<file path="src/verilog/issue_pkg.sv">
// NR_ENTRIES must stay a power of two so the slot pointers wrap for free, XLEN is fixed at 32
package issue_pkg;

    // --------------------
    // sizes
    // --------------------
    localparam int XLEN          = 32;
    localparam int NR_ENTRIES    = 4;
    localparam int TRANS_ID_BITS = $clog2(NR_ENTRIES);
    // port 0 is the alu, port 1 the multiplier
    localparam int NR_WB_PORTS   = 2;
    localparam int MUL_STAGES    = 3;

    // unit that owns a destination register
    typedef enum logic [1:0] {
        FU_NONE,
        FU_ALU,
        FU_MUL
    } fu_t;

    typedef enum logic [2:0] {
        ADD,
        SUB,
        AND,
        OR,
        XOR,
        SLL,
        MUL
    } alu_op_t;

    // --------------------
    // records
    // --------------------
    typedef struct packed {
        fu_t             fu;
        alu_op_t         op;
        logic [4:0]      rd;
        logic [4:0]      rs1;
        logic [4:0]      rs2;
        logic            use_imm;
        logic [XLEN-1:0] imm;
    } instr_t;

    typedef struct packed {
        instr_t                   instr;
        logic [TRANS_ID_BITS-1:0] trans_id;
        logic [XLEN-1:0]          result;
        // result has been written back
        logic                     valid;
    } sb_entry_t;

    typedef struct packed {
        logic                     valid;
        alu_op_t                  op;
        logic [XLEN-1:0]          operand_a;
        logic [XLEN-1:0]          operand_b;
        logic [TRANS_ID_BITS-1:0] trans_id;
    } fu_req_t;

    typedef struct packed {
        logic                     valid;
        logic [TRANS_ID_BITS-1:0] trans_id;
        logic [XLEN-1:0]          result;
    } wb_t;

    typedef struct packed {
        logic [4:0]      rd;
        logic [XLEN-1:0] result;
    } commit_t;

endpackage

</file>
<file path="src/verilog/regfile.sv">
// reads are combinational, writes to x0 are dropped
`timescale 1ns/1ps

module regfile (
    input  logic                       clk_i,
    input  logic                       rst_ni,
    input  logic [4:0]                 raddr_a_i,
    input  logic [4:0]                 raddr_b_i,
    output logic [issue_pkg::XLEN-1:0] rdata_a_o,
    output logic [issue_pkg::XLEN-1:0] rdata_b_o,
    input  logic                       we_i,
    input  logic [4:0]                 waddr_i,
    input  logic [issue_pkg::XLEN-1:0] wdata_i
);

    logic [issue_pkg::XLEN-1:0] regs_q [32];

    // x0 is never written and keeps its reset value of zero
    assign rdata_a_o = regs_q[raddr_a_i];
    assign rdata_b_o = regs_q[raddr_b_i];

    always_ff @(posedge clk_i or negedge rst_ni) begin
        if (!rst_ni) begin
            for (int r = 0; r < 32; r++) begin
                regs_q[r] <= '0;
            end
        end else if (we_i && waddr_i != 5'd0) begin
            regs_q[waddr_i] <= wdata_i;
        end
    end

endmodule

</file>
<file path="config.mk">
export PLATFORM = sky130hd
export DESIGN_NAME = regfile
export DESIGN_NICKNAME = d
export VERILOG_FILES = /design/src/verilog/issue_pkg.sv /design/src/verilog/regfile.sv
export SDC_FILE = /design/constraint.sdc
export NUM_CORES = 2
export LEC_CHECK = 0
export BUFFER_PORTS_ARGS = -buffer_cell sky130_fd_sc_hd__buf_2
export CAP_MARGIN = 15
export CELL_PAD_IN_SITES_DETAIL_PLACEMENT = 0
export CELL_PAD_IN_SITES_GLOBAL_PLACEMENT = 1
export CORE_ASPECT_RATIO = 1.1
export CORE_MARGIN = 5
export CORE_UTILIZATION = 40
export CTS_CLUSTER_DIAMETER = 120
export DETAILED_ROUTE_END_ITERATION = 8
export GPL_TIMING_DRIVEN = 0
export PLACE_DENSITY = 0.69
export SYNTH_ARGS = -nofsm -noshare
export SYNTH_HDL_FRONTEND = slang
export SYNTH_SLANG_ARGS = --single-unit
</file>
<file path="constraint.sdc">
create_clock -name clk_i -period 2.6 [get_ports clk_i]
set_clock_uncertainty 0.1 [all_clocks]
set_input_delay 0.52 -clock clk_i [delete_from_list [all_inputs] [get_ports clk_i]]
set_output_delay 0.52 -clock clk_i [all_outputs]
set_load 0.01 [all_outputs]
</file>
==> results.toml <==
[routing]
detail_route.iter0.violations = 3581
dr.pass1.iters = 6
vias_after_detailed_routing = 41675
detail_route.wl_per_cell_um = 31.5
finalWirelength_mm = 215
post_drt_via_cell_ratio = 6.08
detail-route-antenna-nets = 0
detail_route.drc_violations = 0

[final_layout]
postLayoutCoreUtil_pct = 49.4
max_ffs_per_register = 1024
top_regs = "regs_q: 1024 flops"
fin_nets = 4988
fillCellCount = 12290
area_growth_syn_to_layout_pct = 22.7
post_route_cells_drive_above_1_share_pct = 39.1
ff_latch_area_um2 = 25600
multi_input_logic_area_um2 = 30000
top_register = "regs_q"

[yosys]
synth_sequential_area_ratio_pct = 46.2
synth-main-ff-cell = "sky130_fd_sc_hd__dfrtp_1"
synth-adder-area-share_pct = 0
synth_top_cells_by_area = "sky130_fd_sc_hd__dfrtp_1, sky130_fd_sc_hd__mux2_2, sky130_fd_sc_hd__mux2i_1"
library_cell_occupying_the_most_area_in_the_post_synthesis_netlist = "sky130_fd_sc_hd__dfrtp_1"
synth.distinct_cells = 27
postSynthRegisterBits = 1024
synthesized_area_per_cell_um2 = 12.1
synth_top_family_by_area = "multiplexers"
netlist_area_um2 = 55500
synth_mux_area_share_pct = 38.6
yosys.area.top_type_share_pct = 46.2
synth-xor-area-share_pct = 0
synthArstFlopShare_pct = 100
synth_compound_gate_area_share_pct = 7.07
syn-num-nets = 4656
simple_gate_area_share_of_the_yosys_netlist_pct = 4.23
yosysWarnings = 0
synth_cells = 4606
list_of_most_frequent_post_synthesis_cells = "sky130_fd_sc_hd__dfrtp_1, sky130_fd_sc_hd__mux2i_1, sky130_fd_sc_hd__mux2_2, sky130_fd_sc_hd__clkbuf_1, sky130_fd_sc_hd__nand2_1"
number_of_enable_flip_flop_cells_after_synthesis = 0

[sta]
whs_ns = 0.0771
final_min_period_over_clock_period_pct = 111
setup_slack_ns = -0.293
worst_slew_pin_slew_ns = 1.25
timing.fmax_mhz = 346
fin_crit_ns = 2.89
setup-violations-final = 64
timing.max_slew.rel_slack_pct = 16.3
max_slew_violation_total_from_the_final_report = 0
final_hold_viol_count = 0
setup_repair_after_global_routing_missed_its_margin = "yes"

[power_and_ir_drop]
power.density_nw_per_um2 = 722
vdd_drop_max_mv = 0.505
p_leak_uw = 0.0317

[die]
i_o_pin_count = 114
floorplan.die.height_um = 401
die_ar_um2 = 146000
start_util_pct = 40.2
floorplan.core_area_um2 = 138000
die_width_um = 365
rows = 143

[run_status]
status = "complete, but fails checks"
failing_checks = "setup timing"

[placement]
dp_worst_setup_slack_ns = -1.65
place_hpwl_mm = 152
routabilityCongestion = 0.951
port-buffer-count = 108

[clocking]
cts.clk_slew.worst_paths_ns = 0.06
cts_num_sinks = 1024
cts_tree = "built"
clock_tree.htree_level_count = 3
cts_max_path_buffers = 3
numCtsBuffers = 117
clkLatencyLatePin_ns = 0.74
clock-root-buffer = "sky130_fd_sc_hd__clkbuf_16"

[global_routing]
pin_count_of_the_biggest_net_entering_global_routing = 164
initial_antenna_violation_count = 7
grt.overflow.total = 0
grt_pass1_wl_mm = 303
first_global_vias = 41746
globalRouteTotalUtil_pct = 28.5

[critical_path]
max_stage_delay_ns = 0.22
startpoint_type = "input port"
cp.required_ns = 1.98
critPathArrivalTime_ns = 2.27
path_cells = "buf_16, buf_12, buf_12, buf_16, buf_4, mux2i_1, a22o_4, nor3_4, a31oi_2, nand3_2, buf_6"
critical_path_peak_fanout = 10
worst_setup_path_end_kind = "output port"
crit_path_top_delay_cell = "sky130_fd_sc_hd__mux2i_1"
crit_type = "input port to output port"

[flow_run]
maxCapViolations = 0

[hold_path]
hold_path_class = "input port to flop"
## cell usage in the layout, fill, tap and decap left out, drive strengths merged, types with 128 or more instances in the layout
| master | instances |
|---|---|
| nand2 | 211 |
| a21oi | 192 |
| mux2i | 1024 |
| a22oi | 192 |
| nand3 | 193 |
| clkbuf | 401 |
| mux2 | 992 |
| dfrtp | 1024 |
| a22o | 128 |
| buf | 445 |
## per-layer routing
metal,track usage [%],vias to the layer above,wire [um],part of all wire (%)
met5,0,-,13,0.0060
met4,16.4,2,14900,6.9
met1,37.5,21827,88800,41
met2,44.9,1644,98600,46
li1,-,17692,-,-
met3,4.43,510,13100,6.1
## repair_timing
item | CTS | global route
cloned | 3 | 6
endpoints found under the setup margin | 64 | 222
endpoints found under the hold margin | 133 | 0
resized for setup | 906 | 173
buffers inserted | 11 | 45
pin swaps | 139 | 132
hold buffers | 29 | 0
## final cells by class
type,instances,share of cell area (%)
repair buffers,217,3.41
clock buffers,186,5.28
well taps,1812,3.33
multi-input cells,3105,44.0
plain buffers,473,5.93
clock inverters,27,0.437
diodes,5,0.0184
flip-flops and latches,1024,37.6
## where the power goes
| group | total, uW | internal, uW | switching [uW] | leakage, uW |
|---|---|---|---|---|
| registers | 21300 | 19000 | 2290 | 0.0131 |
| logic | 11000 | 5530 | 5460 | 0.0167 |
| clock network | 16900 | 9910 | 7000 | 0.00193 |
| total | 49200 | 34400 | 14700 | 0.0317 |
## final timing paths
path                                end  slack (ns)          from  depth (start not counted)
max                        rdata_a_o[0]       -0.29  raddr_a_i[1]                         11
min                          regs_q[35]        0.08    wdata_i[3]                          2
min reg2reg                regs_q[1022]        0.38  regs_q[1022]                          1
max in group asynchronous   regs_q[146]        0.31        rst_ni                          4
max reg2reg                 regs_q[778]        1.59   regs_q[778]                          2
min in group asynchronous   regs_q[840]        0.28        rst_ni                          2
## worst max-delay path, delay by kind of cell
family	cells	cell delay [ns]
and+or+nand+nor	2	0.26
AOI/OAI and AO/OA	2	0.37
buffers and inverters	6	0.85
muxes	1	0.22
## kinds of logic after synthesis
group | Yosys count
AND/OR/NAND/NOR | 513
multiplexers | 2016
buffers and inverters | 477
flip-flops | 1024
AO/OA/AOI/OAI | 576
## per-stage QoR
| step | cell area [um^2] | cells | power, uW | setup TNS (ns) |
|---|---|---|---|---|
| global route | 68100 | 6847 | 51100 | -13.21 |
| floorplan | 55500 | 4606 | 27500 | 0 |
| CTS | 66700 | 6795 | 48800 | -12.31 |
| global placement | 58300 | 6526 | 30500 | - |
| detailed placement | 58600 | 6541 | 30900 | -133.61 |
| finish | 68100 | 6849 | 49200 | -11.48 |
No activity file was read; power rests on OpenSTA's default activity.
