**config.mk**
```make
export PLATFORM = sky130hd
export DESIGN_NAME = operand_read
export DESIGN_NICKNAME = d
export VERILOG_FILES = /design/src/verilog/issue_pkg.sv /design/src/verilog/operand_read.sv
export SDC_FILE = /design/constraint.sdc
export NUM_CORES = 1
export LEC_CHECK = 0
export ABC_CLOCK_PERIOD_IN_PS = 2300
export BUFFER_PORTS_ARGS = -buffer_cell sky130_fd_sc_hd__buf_2
export CORE_AREA = 2 2 169 171
export DETAILED_ROUTE_END_ITERATION = 6
export DIE_AREA = 0 0 171 173
export PLACE_DENSITY = 0.43
export RECOVER_POWER = 100
export SYNTH_ARGS = -nofsm -noshare
export SYNTH_HDL_FRONTEND = slang
export SYNTH_SLANG_ARGS = --single-unit
```
**constraint.sdc**
```tcl
create_clock -name vclk -period 2.3
set_input_delay 0.115 -clock vclk [all_inputs]
set_output_delay 0.115 -clock vclk [all_outputs]
set_load 0.01 [all_outputs]
```
**src/verilog/issue_pkg.sv**
```systemverilog
// NR_ENTRIES must stay a power of two so the slot pointers wrap for free, XLEN is fixed at 32
package issue_pkg;

    // --------------------
    // sizes
    // --------------------
    localparam int XLEN          = 32;
    localparam int NR_ENTRIES    = 4;
    localparam int TRANS_ID_BITS = $clog2(NR_ENTRIES);
    // port 0 is the alu, port 1 the multiplier
    localparam int NR_WB_PORTS   = 2;
    localparam int MUL_STAGES    = 3;

    // unit that owns a destination register
    typedef enum logic [1:0] {
        FU_NONE,
        FU_ALU,
        FU_MUL
    } fu_t;

    typedef enum logic [2:0] {
        ADD,
        SUB,
        AND,
        OR,
        XOR,
        SLL,
        MUL
    } alu_op_t;

    // --------------------
    // records
    // --------------------
    typedef struct packed {
        fu_t             fu;
        alu_op_t         op;
        logic [4:0]      rd;
        logic [4:0]      rs1;
        logic [4:0]      rs2;
        logic            use_imm;
        logic [XLEN-1:0] imm;
    } instr_t;

    typedef struct packed {
        instr_t                   instr;
        logic [TRANS_ID_BITS-1:0] trans_id;
        logic [XLEN-1:0]          result;
        // result has been written back
        logic                     valid;
    } sb_entry_t;

    typedef struct packed {
        logic                     valid;
        alu_op_t                  op;
        logic [XLEN-1:0]          operand_a;
        logic [XLEN-1:0]          operand_b;
        logic [TRANS_ID_BITS-1:0] trans_id;
    } fu_req_t;

    typedef struct packed {
        logic                     valid;
        logic [TRANS_ID_BITS-1:0] trans_id;
        logic [XLEN-1:0]          result;
    } wb_t;

    typedef struct packed {
        logic [4:0]      rd;
        logic [XLEN-1:0] result;
    } commit_t;

endpackage

```
**src/verilog/operand_read.sv**
```systemverilog
// an instruction whose fu is FU_NONE issues but never writes back and so blocks commit
`timescale 1ns/1ps

module operand_read (
    input  issue_pkg::sb_entry_t       issue_instr_i,
    input  logic                       issue_valid_i,
    input  issue_pkg::fu_t [31:0]      rd_clobber_i,
    // forwarded operands from the scoreboard
    input  logic [issue_pkg::XLEN-1:0] fwd_rs1_i,
    input  logic                       fwd_rs1_valid_i,
    input  logic [issue_pkg::XLEN-1:0] fwd_rs2_i,
    input  logic                       fwd_rs2_valid_i,
    // register file read data
    input  logic [issue_pkg::XLEN-1:0] rf_rdata_a_i,
    input  logic [issue_pkg::XLEN-1:0] rf_rdata_b_i,
    output logic [4:0]                 rs1_o,
    output logic [4:0]                 rs2_o,
    output logic                       issue_ack_o,
    output issue_pkg::fu_req_t         alu_req_o,
    output issue_pkg::fu_req_t         mul_req_o
);

    logic               rs1_busy;
    logic               rs2_busy;
    logic               rs1_ready;
    logic               rs2_ready;
    logic               rd_free;
    issue_pkg::fu_req_t req;

    // same addresses feed the scoreboard lookup and the register file
    assign rs1_o = issue_instr_i.instr.rs1;
    assign rs2_o = issue_instr_i.instr.rs2;

    // --------------------
    // hazard check
    // --------------------
    assign rs1_busy  = (rd_clobber_i[rs1_o] != issue_pkg::FU_NONE);
    assign rs2_busy  = (rd_clobber_i[rs2_o] != issue_pkg::FU_NONE);
    // a pending producer is fine once its result sits in the scoreboard
    assign rs1_ready = !rs1_busy || fwd_rs1_valid_i;
    assign rs2_ready = issue_instr_i.instr.use_imm || !rs2_busy || fwd_rs2_valid_i;
    // waw: only one in-flight writer per register
    assign rd_free   = (rd_clobber_i[issue_instr_i.instr.rd] == issue_pkg::FU_NONE);

    assign issue_ack_o = issue_valid_i && rs1_ready && rs2_ready && rd_free;

    // --------------------
    // operand select and dispatch
    // --------------------
    always_comb begin
        req.valid     = 1'b0;
        req.op        = issue_instr_i.instr.op;
        req.trans_id  = issue_instr_i.trans_id;
        req.operand_a = rs1_busy ? fwd_rs1_i : rf_rdata_a_i;
        if (issue_instr_i.instr.use_imm) begin
            req.operand_b = issue_instr_i.instr.imm;
        end else begin
            req.operand_b = rs2_busy ? fwd_rs2_i : rf_rdata_b_i;
        end

        alu_req_o       = req;
        alu_req_o.valid = issue_ack_o && (issue_instr_i.instr.fu == issue_pkg::FU_ALU);
        mul_req_o       = req;
        mul_req_o.valid = issue_ack_o && (issue_instr_i.instr.fu == issue_pkg::FU_MUL);
    end

endmodule

```
==> metrics.md <==
| Metric | Value |
|---|---|
| Outcome | `finished, violations left` |
| Failing checks | `setup timing` |
| DP Area | `0.00591 mm²` |
| Vias in the first global route | `5225` |
| Total vias in the final route | `5479` |
| Synth area leader | `mux2i_1` |
| Nets | `1135` |
| Io pins | `434` |
| Leak | `0.00341 µW` |
| Max-cap violations | `0` |
| Area grow syn2layout | `78.5%` |
| Crit path time final | `2500 ps` |
| Die width | `171 µm` |
| Detailed placement HPWL | `16400 µm` |
| Initial Util | `13.7%` |
| Worst Slack Setup Final | `-197 ps` |
| TritonRoute pass-1 iters | `5` |
| Top-area cell type share of the netlist area | `around 25%` |
| # clk buffers | `0` |
| CP Class | `in -> out` |
| Largest net degree at the start of global routing | `34` |
| Power per Cell Area | `297 mW/mm²` |
| Worst hold slack | `230 ps` |
| CP Cell Sequence | `buf_6, or2_4, mux4_2, mux4_2, and2_4, clkbuf_16, a22oi_1, o21ai_2, buf_2` |
| Hold Buf Count CTS | `0` |
| Ratio of cells with drive above 1 in the final layout | `approximately 61%` |
| Total track usage | `12.6%` |
| Routed vias/inst | `~4.5` |
| Post-DRT Antenna Nets | `0` |
| Crit share post-route | `109%` |
| Chip Height | `between 150 and 200 µm` |
| Register area share after synthesis | `0%` |
| Synth warn | `0` |
| Most Frequent Cell on Critical Path | `mux4_2` |
| Final Wtd Congestion | `around 0.80` |
| Residual DRC | `0` |
| Core ar. | `0.0276 mm²` |
| Antenna violations before repair | `4` |
| Synth area leaders | `mux2i_1 (25%), buf_4 (17%), a222oi_1 (8.5%)` |
| Syn_nets | `800` |
| DIE AREA | `about 0.03 mm²` |
| Synth Instances | `517` |
| RSZ-0062 raised after global routing | `yes` |
| Placed Cells | `~1200` |
| Worst hold path class | `in -> out` |
| GR Overflow Total | `0` |
| Slew @ Worst Pin | `553 ps` |
| Worst Path Required | `around 2200 ps` |
| Slowest cell on crit path | `mux4_2` |
| Worst Path Arrival | `2380 ps` |
| Final setup vio count | `111` |
| Final Slew Violations | `0` |
| CP startpoint kind | `primary input` |
| Final cell count without fillers | `between 1000 and 1500` |
| Reg area | `0 µm²` |
| FF+latch count | `0` |
| Port-buffer cells | `386` |
| Crit-path max FO | `16` |
| Peak VDD IR | `around 0.11 mV` |
| Slowest stage delay, CP | `550 ps` |
| WL final | `21400 µm` |
| Crit end category | `primary output` |
| Syn avg cell area | `7.30 µm²` |
| WL/cell | `17.4 µm` |
| Max frequency | `401 MHz` |
| Pre-CTS setup slack | `-326 ps` |
| First DRT Iteration DRCs | `282` |
| Worst slew margin | `between 60% and 70%` |
| Mapped Area | `0.00377 mm²` |
| First-pass GRT wire length | `29500 µm` |
| Distinct cells, synth | `between 40 and 50` |
| Core Rows | `61` |
| Post-route cell area | `0.00674 mm²` |
| Final Hold Viols | `0` |
## where the power goes
part,switching [µW],leakage [µW],internal [µW]
Clock,0,0.0000000127,0.000116
Sequential,0,0,0
Combinational,981,0.00341,1020
Total,981,0.00341,1020
## per-layer routing
metal | track usage [%] | wire [µm]
met2 | 25.2 | 11200
met1 | 14.7 | 8320
met3 | 1.30 | 1610
met4 | 1.31 | 185
met5 | 0 | 27
## Yosys cell counts (all sizes together) (3+ instances only)
| cell type | count |
|---|---|
| a21oi | 19 |
| a222oi | 32 |
| a22oi | 33 |
| a31oi | 5 |
| buf | 106 |
| clkbuf | 22 |
| inv | 39 |
| mux2i | 96 |
| mux4 | 10 |
| nand2 | 4 |
| nand2b | 3 |
| nor2 | 26 |
| nor2b | 5 |
| nor3 | 18 |
| nor4 | 7 |
| nor4b | 9 |
| o2111ai | 6 |
| o211ai | 5 |
| o21ai | 35 |
| or2 | 17 |
## final cells by class
cell class / count / area, µm²
fillers: 3091 / 20900
repair buffers: 461 / 3060
multi-input cells: 350 / 3060
well taps: 378 / 473
inverters: 39 / 146
diodes: 2 / 5.00
## cell families (layout without fill, tap and decap cells)
group | after synthesis | count (layout) | share of synthesized area, %
AOI/OAI and AO/OA | 144 | 144 | 27.4
buffers and inverters | 167 | 500 | 25.7
muxes | 108 | 108 | 32.0
other | 0 | 2 | 0
and+or+nand+nor | 98 | 98 | 14.9
## worst max-delay path, delay by kind of cell
kind / cells / cell delay, ps
AOI/OAI and AO/OA: 2 / 290
buffers and inverters: 3 / 440
muxes: 2 / 1020
and+or+nand+nor: 2 / 490
## worst paths after layout
check / start / endpoint / slack, ps / cells after the start
max: rd_clobber_i[63] / alu_req_o[63] / -200 / 9
min: issue_instr_i[85] / mul_req_o[68] / 230 / 0
## stage by stage
stage / setup TNS (ps) / utilization [%] / power (µW)
after global placement: -20160 / 21.4 / 1680
after global routing: -23440 / 24.4 / 2150
after detailed placement: -21020 / 21.4 / 1680
after floorplan: -928 / - / 1030
after CTS: -9410 / 23.4 / 1920
final: -11790 / 24.4 / 2000
## placed cells by master, fill, tap and decap left out, types with 12 or more instances in the layout
cell	synthesis	layout
a21oi_1	19	19
a222oi_1	32	32
a22oi_1	33	21
a22oi_2	0	12
buf_2	20	345
buf_4	84	43
buf_6	0	47
inv_1	39	39
mux2i_1	96	96
nor2_1	26	25
nor3_1	18	17
o21ai_1	1	15
## what timing repair did
| item | in CTS | in global routing |
|---|---|---|
| hold endpoints to repair | 0 | 0 |
| cloned | 5 | 4 |
| setup endpoints to repair | 131 | 131 |
| buffers inserted | 8 | 1 |
| resized for setup | 88 | 43 |
| pin swaps | 42 | 12 |
Note: power is estimated with default switching activity, not from simulation.
