## src/verilog/issue_pkg.sv

```systemverilog
// NR_ENTRIES must stay a power of two so the slot pointers wrap for free, XLEN is fixed at 32
package issue_pkg;

    // --------------------
    // sizes
    // --------------------
    localparam int XLEN          = 32;
    localparam int NR_ENTRIES    = 4;
    localparam int TRANS_ID_BITS = $clog2(NR_ENTRIES);
    // port 0 is the alu, port 1 the multiplier
    localparam int NR_WB_PORTS   = 2;
    localparam int MUL_STAGES    = 3;

    // unit that owns a destination register
    typedef enum logic [1:0] {
        FU_NONE,
        FU_ALU,
        FU_MUL
    } fu_t;

    typedef enum logic [2:0] {
        ADD,
        SUB,
        AND,
        OR,
        XOR,
        SLL,
        MUL
    } alu_op_t;

    // --------------------
    // records
    // --------------------
    typedef struct packed {
        fu_t             fu;
        alu_op_t         op;
        logic [4:0]      rd;
        logic [4:0]      rs1;
        logic [4:0]      rs2;
        logic            use_imm;
        logic [XLEN-1:0] imm;
    } instr_t;

    typedef struct packed {
        instr_t                   instr;
        logic [TRANS_ID_BITS-1:0] trans_id;
        logic [XLEN-1:0]          result;
        // result has been written back
        logic                     valid;
    } sb_entry_t;

    typedef struct packed {
        logic                     valid;
        alu_op_t                  op;
        logic [XLEN-1:0]          operand_a;
        logic [XLEN-1:0]          operand_b;
        logic [TRANS_ID_BITS-1:0] trans_id;
    } fu_req_t;

    typedef struct packed {
        logic                     valid;
        logic [TRANS_ID_BITS-1:0] trans_id;
        logic [XLEN-1:0]          result;
    } wb_t;

    typedef struct packed {
        logic [4:0]      rd;
        logic [XLEN-1:0] result;
    } commit_t;

endpackage

```

## src/verilog/mul_unit.sv

```systemverilog
// fixed MUL_STAGES latency, low XLEN bits of the product only, op is not decoded
`timescale 1ns/1ps

module mul_unit (
    input  logic               clk_i,
    input  logic               rst_ni,
    input  logic               flush_i,
    input  issue_pkg::fu_req_t req_i,
    output issue_pkg::wb_t     wb_o
);

    logic [issue_pkg::MUL_STAGES-1:0]    valid_q;
    logic [issue_pkg::TRANS_ID_BITS-1:0] trans_id_q [issue_pkg::MUL_STAGES];
    // stage 0 holds operands, later stages hold the product
    logic [issue_pkg::XLEN-1:0]          op_a_q;
    logic [issue_pkg::XLEN-1:0]          op_b_q;
    logic [issue_pkg::XLEN-1:0]          prod_q [1:issue_pkg::MUL_STAGES-1];

    // --------------------
    // valid chain
    // --------------------
    always_ff @(posedge clk_i or negedge rst_ni) begin
        if (!rst_ni) begin
            valid_q <= '0;
        end else if (flush_i) begin
            // drop everything in flight
            valid_q <= '0;
        end else begin
            valid_q <= {valid_q[issue_pkg::MUL_STAGES-2:0], req_i.valid};
        end
    end

    // --------------------
    // datapath
    // --------------------
    always_ff @(posedge clk_i) begin
        op_a_q        <= req_i.operand_a;
        op_b_q        <= req_i.operand_b;
        trans_id_q[0] <= req_i.trans_id;
        prod_q[1]     <= op_a_q * op_b_q;
        for (int s = 1; s < issue_pkg::MUL_STAGES; s++) begin
            trans_id_q[s] <= trans_id_q[s-1];
        end
        for (int s = 2; s < issue_pkg::MUL_STAGES; s++) begin
            prod_q[s] <= prod_q[s-1];
        end
    end

    assign wb_o = '{valid:    valid_q[issue_pkg::MUL_STAGES-1],
                    trans_id: trans_id_q[issue_pkg::MUL_STAGES-1],
                    result:   prod_q[issue_pkg::MUL_STAGES-1]};

endmodule

```

## config.mk

```make
export PLATFORM = sky130hd
export DESIGN_NAME = mul_unit
export DESIGN_NICKNAME = d
export VERILOG_FILES = /design/src/verilog/issue_pkg.sv /design/src/verilog/mul_unit.sv
export SDC_FILE = /design/constraint.sdc
export NUM_CORES = 1
export LEC_CHECK = 0
export BUFFER_PORTS_ARGS = -buffer_cell sky130_fd_sc_hd__buf_2
export CORE_MARGIN = 2
export CORE_UTILIZATION = 40
export CTS_BUF_LIST = sky130_fd_sc_hd__clkbuf_4 sky130_fd_sc_hd__clkbuf_8 sky130_fd_sc_hd__clkbuf_16
export CTS_CLUSTER_SIZE = 25
export DETAILED_ROUTE_END_ITERATION = 6
export REMOVE_ABC_BUFFERS = 1
export SETUP_SLACK_MARGIN = 0.02
export SYNTH_ARGS = -nofsm -noshare
export SYNTH_HDL_FRONTEND = slang
export SYNTH_SLANG_ARGS = --single-unit
```

## constraint.sdc

```tcl
create_clock -name clk_i -period 12.87 [get_ports clk_i]
set_input_delay 1.287 -clock clk_i [delete_from_list [all_inputs] [get_ports clk_i]]
set_output_delay 1.287 -clock clk_i [all_outputs]
set_load 0.03 [all_outputs]
```

==> out/summary.txt, run 1 <==
Outcome -> finished clean
Worst Hold Depth -> 0
Cts repair resizes -> 0
Num CTS Buffers -> 17
Vias per inst -> 4.76
XOR/XNOR Fraction of Synth Area -> 4.04%
Die Span X -> 220 um
Root Buffer -> clkbuf_16
Share of cells above drive strength 1 -> 8.19%
Routed vias -> 12,100
CP Capture Type -> register
Syn-to-layout area delta -> 8.71%
Distinct cells, synth -> 43
Final Max Slew Viols -> 0
Total gr overflow -> 0
H-tree levels -> 4
Avg Cell Area, Syn -> 10.0 um2
Die Y -> 220 um
CTS tree -> built
Routed WL -> 44,300 um
Clock sinks -> 137
Critical Path Start Type -> register
Design Area, Final -> 0.0203 mm2
Area share of the largest cell type after synthesis -> 43.8%
GPL Wtd Cong -> 0.802
Final hold violation count -> 0
Placement Cell Area -> 0.0197 mm2
Post-synth EDFFs -> 0
Global-route wire length before repair -> 73,000 um
Largest net degree at the start of global routing -> 33
Setup Fix Bufs, Post-CTS -> 0
Row Count -> 79
Synth warn -> 0
Period utilisation layout -> 56.9%
FF-to-FF path depth -> 21
RSZ-0062 raised after global routing -> false
GRT Overall Usage -> 19.9%
Max-cap violations -> 0
Initial core utilization -> 40.3%
Endpoints failing setup -> 0
Multiplexer share of the synthesized area -> 0%
Clk buf depth -> 2
Worst hold path class -> register to register
#FFs+latches synth -> 137
Dominant cell type by area after synthesis -> fa_1
IO buf count -> 104
Most used DFF post-synth -> dfxtp_1
Largest family of logic cells by synthesized area -> adder cells
Post-Synthesis Cells -> 1,863
Synth Area in Compound Gates -> 3.11%
Iter 0 DRT Violations -> 436
Number of global-route vias before repair -> 13,600
Worst Tran Pin Value -> 1.09 ns
Initial antenna violation count -> 0
DRT antenna net count -> 0
Worst EP required -> 13.25 ns
Synth cell count leaders -> 408 x fa_1, 369 x and2_1, 362 x inv_1
Top-count cell post-synth -> fa_1
Max FO, Critical Path -> 29
Reg clk slew, reported paths -> 0.07 ns
Min cycle time layout -> 7.32 ns
Post-Route Setup TNS -> 0 ns
Post-Synth Adder-Cell Area -> 52.1%
Sequential-to-total area share from yosys stat -> 14.8%
Remaining DRCs -> 0
I/O Pins -> 108
TritonRoute pass-1 iters -> 4
Kind of critical path -> register to register
Async S/R FF share, synth -> 2.19%
Mean routed wirelength per cell -> 17.5 um
Skew-Pair Late Insertion Delay -> 0.46 ns
Synthesized cell area -> 0.0186 mm2
Worst Skew -> 0.00821 ns
Nets -> 2,520
Post-Synth Simple-Gate Area -> 16.9%
Max Fclk -> 137 MHz
Dominant cells by area after synthesis -> fa_1 44%, dfxtp_1 14%, and2_1 12%
Critical Path AT -> 7.70 ns
HPWL after DPL -> 34,300 um
CTS Hold Bufs -> 0
Slew Limit Headroom -> 27.0%
Die Area -> 0.0483 mm2
Core area -> 0.0463 mm2
## metrics by stage
stage,setup WS (ns),instances,utilization (%),hold slack (ns)
after floorplan,6.55,1779,-,0.310
after global placement,5.61,2504,42.6,0.311
after detailed placement,5.53,2504,42.6,0.314
after CTS,5.51,2536,43.8,0.326
after global routing,5.31,2536,43.8,0.324
final,5.55,2537,43.8,0.323
## layout by cell type (no fill, tap or decap), drive strengths merged, types with 3 or more instances in the layout
master and instances:
fa 408, nand2 179, nand4 3, nor3 3, and2 369, and3 3
clkbuf 18, dfxtp 134, o21bai 4, inv 371, clkinv 3, xnor2 67
a21o 12, buf 118, ha 123, a21oi 30, nor2b 4, o21a 3
nor2 12, a211o 3, dfrtp 3, xor2 19, o21ai 15
## area by class of cell
cell class / instances / area, um2
clock inverter: 14 / 130
fill: 4492 / 26000
multi-input combinational: 1280 / 14200
inverter: 362 / 1360
timing repair buffer: 118 / 626
tap: 607 / 759
clock buffer: 18 / 433
antenna: 1 / 2.50
sequential: 137 / 2760
## critical path: stages, from the launching register on
cell and delay (ns):
dfxtp_1 0.92, and2_1 0.26, fa_1 0.42, inv_1 0.08
fa_1 0.43, fa_1 0.50, inv_1 0.07, fa_1 0.54
ha_1 0.23, ha_1 0.27, inv_1 0.04, fa_1 0.47
inv_1 0.05, fa_1 0.38, ha_1 0.37, a211oi_1 0.84
a2111oi_4 0.21, nor3_1 0.40, o21ai_1 0.22, a21o_1 0.22
a21oi_1 0.19, xnor2_1 0.14
## per-layer routing
| metal | wire [um] | track usage [%] |
|---|---|---|
| met5 | 0 | 0 |
| met4 | 1110 | 7.00 |
| met3 | 1590 | 2.72 |
| met2 | 21400 | 33.3 |
| met1 | 20200 | 26.5 |
## flip-flops by register name (all words and copies together) (netlist names)
name and flops:
op_a_q 32, op_b_q 32, prod_q 64, trans_id_q 6
valid_q 3
## worst paths after layout
kind	start	end	slack, ns
max	op_b_q[3]	prod_q[1][29]	5.55
min	prod_q[1][13]	prod_q[2][13]	0.32
max reg2reg	op_b_q[3]	prod_q[1][29]	5.55
min reg2reg	prod_q[1][13]	prod_q[2][13]	0.32
max in group asynchronous	rst_ni	valid_q[1]	12.16
min in group asynchronous	rst_ni	valid_q[0]	0.61
## cell families (layout without fill, tap and decap cells)
group / after synthesis / after routing
buf+inv: 446 / 512
xor+xnor: 86 / 86
fa+ha+maj: 531 / 531
other cells: 0 / 1
flops: 137 / 137
simple gates: 581 / 581
compound gates: 82 / 82
Power of run 1 is left out: the tool's default activity adds up to more than one toggle a clock period on the data nets, which glitch-free logic cannot reach.
==> run 2: changes to the inputs <==
Clock period 12.87 ns to 5.95 ns, I/O delays scaled along.
==> run 2 against run 1 <==
The run now ends with setup timing left; die area stayed put; critical path depth is 1 higher; worst setup slack worse by 6.2 ns; fmax is 11% higher; sequential share of layout area is 1.4 points lower; register-to-register slack worse by 6.2 ns; non-clock buffer count is 224 higher; via count is 6.4% higher; global-route usage is 1.1 points higher; critical path type unchanged.
==> out/summary.txt, run 2 (same netlist as run 1, synthesis figures left out) <==
Number of global-route vias before repair -> 14,200
Endpoints failing setup -> 18
TritonRoute pass-1 iters -> 5
M1 WL -> 22,400 um
Routed vias -> 12,800
Clk buf depth -> 2
Most frequent cells in the layout -> 385 x fa_1, 361 x and2_1, 355 x inv_1, 186 x buf_4, 175 x nand2_1
Worst hold start -> req_i[39]
Max FO, Critical Path -> 5
Initial antenna violation count -> 1
Met3 wire len -> 2310 um
Largest register FFs -> 64
Total gr overflow -> 0
Row Count -> 79
Routed WL -> 47,800 um
CP Capture Type -> register
Final hold violation count -> 0
Ant diodes -> 0
Core area -> 0.0463 mm2
Outcome -> finished, violations left
Post-Place Setup Slack -> -0.900 ns
Worst hold path class -> input pin to register
Fillcell total -> 4,203
Root Buffer -> clkbuf_16
Area taken by multi-input logic gates -> 0.0149 mm2
Clock sinks -> 137
Metal2 WL -> 22,100 um
Most flops, register -> prod_q
Share of cells above drive strength 1 -> 23.8%
Max-cap violations -> 0
Reg-to-Reg Start -> op_a_q[7]
Syn-to-layout area delta -> 24.3%
Final worst slack -> -0.632 ns
HPWL after DPL -> 39,400 um
RSZ-0062 raised after global routing -> true
Min cycle time layout -> 6.58 ns
Max Fclk -> 152 MHz
Reg clk slew, reported paths -> 0.07 ns
Highest routing layer actually used -> met4
Remaining DRCs -> 0
Slew Limit Headroom -> 68.1%
Placement Cell Area -> 0.0214 mm2
Fin util -> 50.1%
I/O Pins -> 108
Top Registers -> prod_q (64), op_a_q (32), op_b_q (32)
Largest net degree at the start of global routing -> 33
Initial core utilization -> 40.3%
Global-route wire length before repair -> 76,700 um
Worst Tran Pin Value -> 0.477 ns
Reg area -> 0.00282 mm2
Skew-Pair Late Insertion Delay -> 0.48 ns
Final Max Slew Viols -> 0
Vias per inst -> 4.65
Die Y -> 220 um
Worst Skew -> 0.0191 ns
Die Area -> 0.0483 mm2
Worst setup path start -> op_a_q[7]
Kind of critical path -> register to register
Design Area, Final -> 0.0232 mm2
GPL Wtd Cong -> 0.876
Mean routed wirelength per cell -> 17.3 um
Most common cell after layout, fill and taps aside -> fa_1
Iter 0 DRT Violations -> 662
Critical Path AT -> 6.94 ns
GRT Overall Usage -> 21.0%
Nets -> 2,744
CTS tree -> built
Die Span X -> 220 um
DRT antenna net count -> 0
Critical Path Start Type -> register
Violated checks -> setup timing
IO buf count -> 104
H-tree levels -> 4
Period utilisation layout -> 111%
Worst EP required -> 6.31 ns
Num CTS Buffers -> 17
[run 2: cell count changes in the layout (fill, tap and decap cells not counted), sizes merged]
| cell | delta |
|---|---|
| diode | -1 |
| clkbuf | +2 |
| dlygate4sd3 | +1 |
| bufinv | +1 |
| buf | +219 |
| dlymetal6s2s | +1 |
| clkinv | -1 |
| bufbuf | +1 |
[run 2: layout make-up]
type,count,area share (%)
Multi-Input combinational cell,1280,64.2
Clock buffer,18,1.87
Sequential cell,137,12.2
Timing Repair Buffer,342,12.0
Tap cell,607,3.28
Inverter,362,5.88
Clock inverter,14,0.654
[run 2: worst max-delay path: stages (launching register included)]
cell and delay, ns:
dfxtp_4 0.43, buf_16 0.13, nand2_1 0.07, fa_1 0.52, inv_1 0.07, fa_1 0.43
fa_1 0.49, inv_1 0.06, fa_1 0.54, inv_1 0.05, fa_1 0.52, ha_4 0.21
fa_1 0.48, fa_1 0.57, ha_4 0.22, buf_4 0.13, and2_1 0.14, a221o_1 0.35
a31o_1 0.18, a21o_1 0.21, a311oi_4 0.39, o21ai_2 0.11, xor2_1 0.14
[run 2: path summary, 6_finish.rpt]
path,end,slack (ns),cells past startpoint
min in group asynchronous,valid_q[0],0.45,2
max in group asynchronous,valid_q[1],5.40,2
worst max-delay path,prod_q[1][30],-0.63,22
worst max register to register,prod_q[1][30],-0.63,22
worst min register to register,prod_q[2][22],0.31,0
worst min-delay path,op_a_q[5],0.21,1
[run 2: stage by stage]
step	setup TNS, ns	cells	hold slack (ns)
detailed placement	-8.90	2690	0.312
global route	-9.80	2760	0.181
finish	-6.54	2760	0.208
floorplan	-2.21	1779	0.299
global placement	-7.37	2690	0.311
CTS	-5.48	2738	0.179
[run 2: routing by layer]
layer | vias to the layer above | GRT usage (%)
met4 | 0 | 6.49
met5 | - | 0
li1 | 5978 | -
met1 | 6562 | 29.3
met3 | 45 | 4.07
met2 | 251 | 33.1
[run 2: repair_timing]
| action | 4_1_cts | 5_1_grt |
|---|---|---|
| gates resized for setup | 96 | 84 |
| gates cloned | 2 | 0 |
| hold endpoints to repair | 3 | 0 |
| pin swaps | 72 | 93 |
| buffers inserted | 14 | 23 |
| hold buffers | 1 | 0 |
| setup endpoints to repair | 18 | 19 |
Power of run 2 is left out for the same reason.
